### src/hdl/dram_traffic_pkg.sv
package dram_traffic_pkg;

    localparam int ADDR_W = 24;
    localparam int DATA_W = 128;

    // DRAM word address and one DRAM data word
    typedef logic [ADDR_W-1:0] dram_addr_t;
    typedef logic [DATA_W-1:0] dram_data_t;

    // 153-bit request to the memory controller
    typedef struct packed {
        dram_addr_t addr;
        logic       is_write;
        dram_data_t write_data;
    } mem_request_t;

    // What the command queue keeps for each issued request in 25 bits
    typedef struct packed {
        dram_addr_t addr;
        logic       is_write;
    } pending_cmd_t;

    // 152-bit audio response word with its address attached
    typedef struct packed {
        dram_addr_t addr;
        dram_data_t data;
    } audio_read_t;

    // Request slot of the traffic generator
    typedef enum logic [2:0] {
        GEN_IDLE,
        GEN_WR_AUDIO,
        GEN_WR_VIDEO,
        GEN_RD_AUDIO,
        GEN_RD_VIDEO
    } gen_state_t;

endpackage

### src/hdl/command_fifo.sv
`timescale 1ns/100ps
`default_nettype none

module command_fifo #(
    parameter int DEPTH = 64
) (
    input  logic                          clk_dram_ctrl,
    input  logic                          rst_dram_ctrl,
    input  logic                          push,
    input  dram_traffic_pkg::pending_cmd_t push_cmd,
    input  logic                          pop,
    output dram_traffic_pkg::pending_cmd_t head_cmd
);
    import dram_traffic_pkg::*;

    localparam int PTR_W = (DEPTH > 1) ? $clog2(DEPTH) : 1;

    pending_cmd_t     cmd_mem [DEPTH];
    logic [PTR_W-1:0] wr_ptr;
    logic [PTR_W-1:0] rd_ptr;

    // Pointers wrap at DEPTH, which need not be a power of two
    function automatic logic [PTR_W-1:0] next_ptr(input logic [PTR_W-1:0] ptr);
        logic [PTR_W-1:0] result;
        if (ptr == PTR_W'(DEPTH - 1)) begin
            result = '0;
        end else begin
            result = ptr + PTR_W'(1);
        end
        return result;
    endfunction

    always_ff @(posedge clk_dram_ctrl) begin
        if (push) begin
            cmd_mem[wr_ptr] <= push_cmd;
        end
    end

    always_ff @(posedge clk_dram_ctrl) begin
        if (rst_dram_ctrl) begin
            wr_ptr <= '0;
            rd_ptr <= '0;
        end else begin
            if (push) begin
                wr_ptr <= next_ptr(wr_ptr);
            end
            if (pop) begin
                rd_ptr <= next_ptr(rd_ptr);
            end
        end
    end

    // Oldest outstanding command is seen without a read cycle
    assign head_cmd = cmd_mem[rd_ptr];

endmodule

`default_nettype wire

### src/hdl/traffic_generator.sv
`timescale 1ns/100ps
`default_nettype none

module traffic_generator #(
    parameter int FRAME_BUFFER_DEPTH = 115200
) (
    input  logic                          clk_dram_ctrl,
    input  logic                          rst_dram_ctrl,
    input  dram_traffic_pkg::dram_data_t  write_data,
    input  logic                          write_last,
    input  logic                          write_valid,
    output logic                          write_ready,
    input  dram_traffic_pkg::dram_addr_t  read_addr,
    input  logic                          read_addr_valid,
    output logic                          read_addr_ready,
    input  logic                          video_almost_full,
    input  logic                          mem_busy,
    output dram_traffic_pkg::mem_request_t mem_request,
    output logic                          mem_request_en,
    output dram_traffic_pkg::dram_addr_t  audio_last_addr,
    output logic                          boundary_valid,
    input  logic                          last_audio_acked,
    output logic                          sample_load_complete
);
    import dram_traffic_pkg::*;

    gen_state_t state;
    gen_state_t state_next;
    dram_addr_t write_addr;
    dram_addr_t video_rd_addr;
    dram_addr_t frame_base;
    dram_addr_t frame_top;
    logic       write_fire;
    logic       video_rd_fire;
    logic       capture_boundary;

    // Frame buffer spans boundary+1 up to boundary+FRAME_BUFFER_DEPTH
    assign frame_base = audio_last_addr + dram_addr_t'(1);
    assign frame_top  = audio_last_addr + dram_addr_t'(FRAME_BUFFER_DEPTH);

    assign write_ready     = !mem_busy && ((state == GEN_WR_AUDIO) || (state == GEN_WR_VIDEO));
    assign read_addr_ready = !mem_busy && (state == GEN_RD_AUDIO);

    assign write_fire       = write_valid && write_ready;
    assign video_rd_fire    = (state == GEN_RD_VIDEO) && !video_almost_full && !mem_busy;
    assign capture_boundary = write_fire && write_last && !boundary_valid;

    // Stay in the audio write slot until the last audio word is acknowledged
    always_comb begin
        if (!sample_load_complete) begin
            state_next = GEN_WR_AUDIO;
        end else begin
            case (state)
                GEN_RD_AUDIO: state_next = GEN_WR_VIDEO;
                GEN_WR_VIDEO: state_next = GEN_RD_VIDEO;
                GEN_RD_VIDEO: state_next = GEN_RD_AUDIO;
                default:      state_next = GEN_RD_AUDIO;
            endcase
        end
    end

    always_ff @(posedge clk_dram_ctrl) begin
        if (rst_dram_ctrl) begin
            state <= GEN_IDLE;
        end else begin
            state <= state_next;
        end
    end

    always_ff @(posedge clk_dram_ctrl) begin
        if (rst_dram_ctrl) begin
            audio_last_addr <= '0;
            boundary_valid  <= 1'b0;
        end else if (capture_boundary) begin
            audio_last_addr <= write_addr;
            boundary_valid  <= 1'b1;
        end
    end

    // Audio addresses count up from 0, video addresses wrap in the ring
    always_ff @(posedge clk_dram_ctrl) begin
        if (rst_dram_ctrl) begin
            write_addr <= '0;
        end else if (write_fire) begin
            if (write_last && boundary_valid) begin
                write_addr <= frame_base;
            end else if (boundary_valid && (write_addr == frame_top)) begin
                write_addr <= frame_base;
            end else begin
                write_addr <= write_addr + dram_addr_t'(1);
            end
        end
    end

    // Video read pointer starts at the frame base once the boundary is known
    always_ff @(posedge clk_dram_ctrl) begin
        if (rst_dram_ctrl) begin
            video_rd_addr <= '0;
        end else if (capture_boundary) begin
            video_rd_addr <= write_addr + dram_addr_t'(1);
        end else if (video_rd_fire) begin
            if (video_rd_addr == frame_top) begin
                video_rd_addr <= frame_base;
            end else begin
                video_rd_addr <= video_rd_addr + dram_addr_t'(1);
            end
        end
    end

    always_ff @(posedge clk_dram_ctrl) begin
        if (rst_dram_ctrl) begin
            sample_load_complete <= 1'b0;
        end else if (last_audio_acked) begin
            sample_load_complete <= 1'b1;
        end
    end

    // One request source per slot
    always_comb begin
        mem_request    = '0;
        mem_request_en = 1'b0;
        case (state)
            GEN_WR_AUDIO, GEN_WR_VIDEO: begin
                mem_request.addr       = write_addr;
                mem_request.is_write   = 1'b1;
                mem_request.write_data = write_data;
                mem_request_en         = write_fire;
            end
            GEN_RD_AUDIO: begin
                mem_request.addr = read_addr;
                mem_request_en   = read_addr_valid && !mem_busy;
            end
            GEN_RD_VIDEO: begin
                mem_request.addr = video_rd_addr;
                mem_request_en   = video_rd_fire;
            end
            default: begin
                mem_request_en = 1'b0;
            end
        endcase
    end

endmodule

`default_nettype wire

### src/hdl/response_router.sv
`timescale 1ns/100ps
`default_nettype none

module response_router #(
    parameter int FRAME_BUFFER_DEPTH = 115200,
    parameter int CMD_FIFO_DEPTH     = 64
) (
    input  logic                           clk_dram_ctrl,
    input  logic                           rst_dram_ctrl,
    input  dram_traffic_pkg::mem_request_t mem_request,
    input  logic                           mem_request_en,
    input  logic                           mem_complete,
    input  dram_traffic_pkg::dram_data_t   mem_resp_data,
    input  dram_traffic_pkg::dram_addr_t   audio_last_addr,
    input  logic                           boundary_valid,
    output logic                           audio_valid,
    output dram_traffic_pkg::audio_read_t  audio_data,
    output logic                           video_valid,
    output dram_traffic_pkg::dram_data_t   video_data,
    output logic                           video_last,
    output logic                           last_audio_acked
);
    import dram_traffic_pkg::*;

    pending_cmd_t push_cmd;
    pending_cmd_t head_cmd;
    dram_addr_t   frame_base;
    dram_addr_t   frame_top;
    logic         resp_is_video;
    logic         resp_is_read;

    assign push_cmd.addr     = mem_request.addr;
    assign push_cmd.is_write = mem_request.is_write;

    // Completions come back in issue order, so the head matches each one
    command_fifo #(
        .DEPTH(CMD_FIFO_DEPTH)
    ) u_cmd_fifo (
        .clk_dram_ctrl(clk_dram_ctrl),
        .rst_dram_ctrl(rst_dram_ctrl),
        .push         (mem_request_en),
        .push_cmd     (push_cmd),
        .pop          (mem_complete),
        .head_cmd     (head_cmd)
    );

    assign frame_base = audio_last_addr + dram_addr_t'(1);
    assign frame_top  = audio_last_addr + dram_addr_t'(FRAME_BUFFER_DEPTH);

    assign resp_is_read  = mem_complete && !head_cmd.is_write;
    assign resp_is_video = boundary_valid && (head_cmd.addr >= frame_base) &&
                           (head_cmd.addr <= frame_top);

    assign audio_valid     = resp_is_read && !resp_is_video;
    assign audio_data.addr = head_cmd.addr;
    assign audio_data.data = mem_resp_data;

    assign video_valid = resp_is_read && resp_is_video;
    assign video_data  = mem_resp_data;
    assign video_last  = video_valid && (head_cmd.addr == frame_top);

    // Only the write of the last audio word ends the sample load
    assign last_audio_acked = mem_complete && head_cmd.is_write && boundary_valid &&
                              (head_cmd.addr == audio_last_addr);

endmodule

`default_nettype wire

### src/hdl/dram_traffic_top.sv
`timescale 1ns/100ps
`default_nettype none

module dram_traffic_top #(
    parameter int FRAME_BUFFER_DEPTH = 115200,
    parameter int CMD_FIFO_DEPTH     = 64
) (
    input  logic                           clk_dram_ctrl,
    input  logic                           rst_dram_ctrl,

    // Memory controller
    output dram_traffic_pkg::mem_request_t mem_request,
    output logic                           mem_request_en,
    input  logic                           mem_busy,
    input  logic                           mem_complete,
    input  dram_traffic_pkg::dram_data_t   mem_resp_data,

    // Write stream
    input  dram_traffic_pkg::dram_data_t   write_data,
    input  logic                           write_last,
    input  logic                           write_valid,
    output logic                           write_ready,

    // Read-address stream for audio
    input  dram_traffic_pkg::dram_addr_t   read_addr,
    input  logic                           read_addr_valid,
    output logic                           read_addr_ready,

    // Audio out where ready has no effect on responses
    output logic                           audio_valid,
    output dram_traffic_pkg::audio_read_t  audio_data,
    input  logic                           audio_ready,

    // Video out where almost-full throttles video reads
    output logic                           video_valid,
    output dram_traffic_pkg::dram_data_t   video_data,
    output logic                           video_last,
    input  logic                           video_ready,
    input  logic                           video_almost_full,

    output logic                           sample_load_complete
);
    import dram_traffic_pkg::*;

    dram_addr_t audio_last_addr;
    logic       boundary_valid;
    logic       last_audio_acked;

    traffic_generator #(
        .FRAME_BUFFER_DEPTH(FRAME_BUFFER_DEPTH)
    ) u_traffic_generator (
        .clk_dram_ctrl       (clk_dram_ctrl),
        .rst_dram_ctrl       (rst_dram_ctrl),
        .write_data          (write_data),
        .write_last          (write_last),
        .write_valid         (write_valid),
        .write_ready         (write_ready),
        .read_addr           (read_addr),
        .read_addr_valid     (read_addr_valid),
        .read_addr_ready     (read_addr_ready),
        .video_almost_full   (video_almost_full),
        .mem_busy            (mem_busy),
        .mem_request         (mem_request),
        .mem_request_en      (mem_request_en),
        .audio_last_addr     (audio_last_addr),
        .boundary_valid      (boundary_valid),
        .last_audio_acked    (last_audio_acked),
        .sample_load_complete(sample_load_complete)
    );

    response_router #(
        .FRAME_BUFFER_DEPTH(FRAME_BUFFER_DEPTH),
        .CMD_FIFO_DEPTH    (CMD_FIFO_DEPTH)
    ) u_response_router (
        .clk_dram_ctrl   (clk_dram_ctrl),
        .rst_dram_ctrl   (rst_dram_ctrl),
        .mem_request     (mem_request),
        .mem_request_en  (mem_request_en),
        .mem_complete    (mem_complete),
        .mem_resp_data   (mem_resp_data),
        .audio_last_addr (audio_last_addr),
        .boundary_valid  (boundary_valid),
        .audio_valid     (audio_valid),
        .audio_data      (audio_data),
        .video_valid     (video_valid),
        .video_data      (video_data),
        .video_last      (video_last),
        .last_audio_acked(last_audio_acked)
    );

endmodule

`default_nettype wire

### config.mk
export PLATFORM = sky130hd
export DESIGN_NAME = dram_traffic_top
export DESIGN_NICKNAME = d
export VERILOG_FILES = /design/src/hdl/dram_traffic_pkg.sv /design/src/hdl/command_fifo.sv /design/src/hdl/traffic_generator.sv /design/src/hdl/response_router.sv /design/src/hdl/dram_traffic_top.sv
export SDC_FILE = /design/constraint.sdc
export NUM_CORES = 2
export LEC_CHECK = 0
export BUFFER_PORTS_ARGS = -buffer_cell sky130_fd_sc_hd__buf_2
export CORE_ASPECT_RATIO = 1.4
export CORE_MARGIN = 1.5
export CORE_UTILIZATION = 45
export CTS_CLUSTER_DIAMETER = 80
export DETAILED_ROUTE_END_ITERATION = 8
export PLACE_DENSITY_LB_ADDON = 0.3
export REMOVE_ABC_BUFFERS = 1
export SYNTH_ARGS = -nofsm -noshare
export SYNTH_HDL_FRONTEND = slang
export SYNTH_SLANG_ARGS = --single-unit
### constraint.sdc
create_clock -name clk_dram_ctrl -period 5.46 [get_ports clk_dram_ctrl]
set_input_delay 0.546 -clock clk_dram_ctrl [delete_from_list [all_inputs] [get_ports clk_dram_ctrl]]
set_output_delay 0.546 -clock clk_dram_ctrl [all_outputs]
set_load 0.05 [all_outputs]
After elaboration in Yosys (flattened, before gate mapping)
Memories as Yosys holds them, arrays and structs flattened. A register that Yosys moved wholly into a read port is not among the register bits.
Cells that the tools add are included.
Widths: inputs -> output; s select.
{"block": "word_totals", "ramBits": 1600, "memories": 1, "elab_cells": 73, "register_bits": 89, "inputBits": 290, "out_inout_bits": 440}
{"name": "u_response_router.u_cmd_fifo.cmd_mem", "depth": 64, "width": 25, "read_ports": 1, "rd_ports_with_merged_regs": 1, "write_ports": 1, "line_no": "command_fifo.sv:18", "rtl": "pending_cmd_t cmd_mem [DEPTH];"}
{"block": "op_classes", "eq_ne": 10, "bitwise_logic": 1, "n_lt_le_gt_ge": 2, "reduce_logical": 28, "mux": 16, "addsub": 6}
{"op": "$mux 129", "n": 1}
{"op": "$mux 24", "n": 5}
{"op": "$eq 24x24->1", "n": 4}
{"op": "$add 24x1->24 const B", "n": 3}
{"op": "$pmux 24 s3", "n": 1}
{"op": "$add 24x17->24 const B", "n": 1}
{"op": "$ge 24x24->1", "n": 1}
{"op": "$le 24x24->1", "n": 1}
{"op": "$mux 6", "n": 4}
{"op": "$logic_and 1x1->1", "n": 19}
{"op": "$add 6x1->6 const B", "n": 2}
{"op": "$eq 6x6->1 const B", "n": 2}
{"op": "$eq 3x2->1 const B", "n": 2}
{"op": "$pmux 3 s2", "n": 1}
{"op": "$logic_not 1->1", "n": 5}
{"op": "$reduce_or 2->1", "n": 2}
{"op": "$eq 3x1->1 const B", "n": 1}
{"op": "$eq 3x3->1 const B", "n": 1}
{"op": "$mux 1", "n": 3}
{"op": "$pmux 1 s3", "n": 1}
{"op": "$reduce_bool 2->1", "n": 1}
{"op": "$logic_or 1x1->1", "n": 1}
{"op": "$not 1->1", "n": 1}

Depth between registers and ports, before layout
{"block": "logic_depth", "word_depth": 7, "mapped_depth": 21}

By module
Synthesis repeated with hierarchy kept, for this count alone.
{"block": "unflattened", "hier_cells": 4305, "area_unflattened_um2": 73300.3}
{"mod": "command_fifo", "instances": 1, "area_per_inst_um2": 61893.1, "cells_per_inst": 2749}
{"mod": "traffic_generator", "instances": 1, "area_per_inst_um2": 7524.7, "cells_per_inst": 1045}
{"mod": "response_router", "instances": 1, "area_per_inst_um2": 3882.5, "cells_per_inst": 511}

Worst setup path after synthesis
Ideal clock, no wire load.
{"block": "synth_timing", "path_kind": "flip-flop to output port", "startpoint": "register with a tool-made name", "endpoint": "output port video_valid", "arrival_ps": 5856, "path_slack_ps": -942, "required_ps": 4914, "stages_incl_launch_ff": 18, "path_buffers": 5, "cell_sequence": "dfxtp_1 buf_2 buf_6 buf_6 buf_2 buf_2 mux4_2 mux4_2 mux4_2 ha_1 nor2b_1 o21a_1 o21a_1 o21a_1 o21a_1 o2111ai_1 a31oi_1 nor4_1"}
{"element": "end: declaration", "line_no": "dram_traffic_top.sv:35", "rtl": "output logic video_valid,"}

==> impl_metrics.toml <==
[yosys]
ys_warn_count = 0
synthesis.instances = 4161
synth-async-reset-ratio_pct = 0
synth_edf_count = 1600
yosysMostFrequentCell = "edfxtp_1"
synth_top_area_cell = "edfxtp_1"
yosys-top-cells-count = "edfxtp_1, mux4_2, buf_4"
avgSynthCellArea_sq_um = 17.5
synthTopCellsByArea = "edfxtp_1, mux4_2, buf_4"
synth_ff_type = "edfxtp_1"
ys_seq_elements = 1695
synth_cell_types = 88
yosysSeqAreaShare_pct = 68.7
syn_area_sq_um = 72700
synth_top_area_share_pct = 66.1

[setup_path]
crit_arrival_ns = 5.34
cp-endpoint = "video_valid"
r2r_cells = 17
critPathCaptureType = "output pin"
crit_type = "flop to output pin"
reg2reg_to = "u_traffic_generator.sample_load_complete"
reg2reg_slack_ns = 0.44
start_kind = "flop"
required_ns = 4.91
cp_max_fo = 7

[power]
combPwrFrac_pct = 8.0
p_sw_uw = 6150
p_int_uw = 20800
seqPwrFrac_pct = 52.1
leakagePower_uw = 0.0253
clockPowerShare_pct = 39.9
swShare_pct = 22.8
irDropWorstVdd_mv = 0.286
p_per_area_nw_per_um2 = 322

[finish]
final_cells = 6858
drive_gt1_share_pct = 33.2
nets = 4850
synthToLayoutAreaGrowth_pct = 15.0

[sta]
max_slew.worst_pin.slew_ns = 1.45
rsz0062_at_grt = "yes"
fin_ws_ns = -0.430
setup_viol = 3
hold_violations = 0
fin_crit_ns = 5.89
slew_headroom_pct = 2.21
tns_ns = -1.17
finalClockSkew_ns = 0.0428
hold_ws_ns = 0.0946
max_freq_mhz = 170
maxSlewViolCount = 0
fin_crit_sh_pct = 108

[worst_hold_path]
hp-class = "primary input to flop"

[place]
port_buffers = 343
hpwlAfterDp_mm = 197
place_ws_ns = -0.300
gp_congestion = 0.993
place_inst = 6397

[floorplanning]
die_height_um = 479
initial_core_util_pct = 45.3
core_area_sq_um = 160000
dieArea_sq_um = 164000
rows = 174
io-pin-count = 730
die_w_um = 343

[routing]
drc_errors = 25
routedWlPerCell_um = 42.8
drt-pass1-iter-count = 9
wl_mm = 293
drt-initial-drc-count = 6157
routed_via_density = 6.44
drtAntennaViolNets = 0
via_count = 44200

[global_routing]
grt_antenna_before_repair = 70
grt_max_degree = 91
busiest_layer = "met2"
grt_usage_pct = 35.7
grt_use_met3_pct = 17.8
grt_util_met2_pct = 54.8
grt_pass1_wl_mm = 384
grt-ovfl-total = 0
grt_pass1_vias = 41400
groute.layer.met1.usage_pct = 37.5

[clocking]
cts.sinks = 1695
clk_pin_slew_ns = 0.07
htree_levels = 4
cts_inserted_buffers = 150
root_buffer = "clkbuf_16"
hold_buffers = 0
cts_tree = "done"
clk_latency_ns = 0.80
clock_path_buffers = 3

[run_status]
violations = "design-rule violations, negative setup slack"
status = "complete, but fails checks"

[run]
max_cap_violations = 0
==> worst min-delay path by stage <==
stage	start	slack, ns	to	cells past startpoint
6_report	write_last	0.09	u_traffic_generator.boundary_valid	3
4_1_cts	write_last	0.04	u_traffic_generator.boundary_valid	3
5_1_grt	write_last	0.12	u_traffic_generator.boundary_valid	3
2_1_floorplan	u_response_router.u_cmd_fifo.rd_ptr[5]	0.47	flop	2
3_3_place_gp	u_traffic_generator.audio_last_addr[19]	0.49	u_traffic_generator.audio_last_addr[19]	2
3_5_place_dp	u_traffic_generator.audio_last_addr[19]	0.50	u_traffic_generator.audio_last_addr[19]	2
==> layout make-up <==
type,instances,area [sq um]
diodes,126,315
repair buffers,717,5300
multi-input cells,1893,20400
flip-flops and latches,1695,50000
inverters,42,160
clock buffers,180,3970
well taps,2112,2640
clock inverters,93,920
fillers,12800,76800
==> flip-flops by register name, summed over array words and instances (netlist names), named ones only <==
name / cells
u_response_router.u_cmd_fifo.cmd_mem: 1600
u_traffic_generator.video_rd_addr: 24
u_response_router.u_cmd_fifo.rd_ptr: 6
u_traffic_generator.sample_load_complete: 1
u_traffic_generator.state: 3
u_traffic_generator.boundary_valid: 1
u_response_router.u_cmd_fifo.wr_ptr: 6
u_traffic_generator.write_addr: 24
u_traffic_generator.audio_last_addr: 24
==> worst max-delay path, cell delays in order (launching register included) <==
cell	delay, ns
dfxtp_4	0.37
buf_12	0.18
buf_6	0.13
buf_16	0.12
mux4_2	0.48
mux4_2	0.65
mux4_2	0.57
inv_2	0.10
ha_2	0.19
nor2b_4	0.04
o21a_1	0.16
o21a_1	0.17
o21a_1	0.16
o21a_1	0.16
o2111ai_1	0.17
buf_4	0.16
a31oi_4	0.10
nor4_4	0.42
buf_12	0.20
==> logic make-up after synthesis <==
family | share of synthesized area [%]
DFF | 68.7
xor gates and xnor gates | 1.79
adders and majority gates | 1.05
muxes | 14.7
buffers and inverters | 4.66
and+or+nand+nor | 5.05
AOI/OAI and AO/OA | 4.03
==> per-stage QoR <==
stage / utilization [%] / area [sq um] / power, uW
after floorplan: - / 69500 / 15800
after global placement: 48.2 / 77300 / 16300
after detailed placement: 48.2 / 77300 / 16200
after CTS: 51.8 / 83100 / 26900
after global routing: 52.1 / 83600 / 27600
final: 52.1 / 83700 / 26900
==> timing repair <==
item	CTS	global route
resized for setup	52	28
cloned	8	2
pin swaps	17	10
endpoints found under the setup margin	3	3
buffers inserted	38	16
==> power by group through the flow <==
stage	combinational, uW	clock, uW	sequential (uW)
2_1_floorplan	1260	0	14500
3_3_place_gp	1920	0	14300
3_5_place_dp	1920	0	14300
4_1_cts	2090	10800	14000
5_1_grt	2240	11300	14000
6_report	2160	10700	14000
==> metal layers <==
layer  wire length [um]  vias up
li1                   -    17200
met1              91000    22800
met2             135000     3351
met3              40000      793
met4              25500       65
met5               2170        -
==> cells in the final DEF, fill, tap and decap left out, types with 41 or more instances in the layout <==
master	synthesis	layout
nor2_1	156	90
nor2_4	0	51
edfxtp_1	1600	1600
a21oi_1	93	91
dfxtp_1	95	89
clkbuf_16	0	156
mux2i_1	107	106
a22oi_1	77	76
buf_2	46	340
ha_1	61	52
and3_1	143	143
mux4_2	422	422
xnor2_1	78	78
nand3_1	57	57
diode_2	0	126
nand4_1	44	44
nand2_1	183	183
xor2_1	42	41
buf_4	269	318
(Power assumes the default switching activity.)
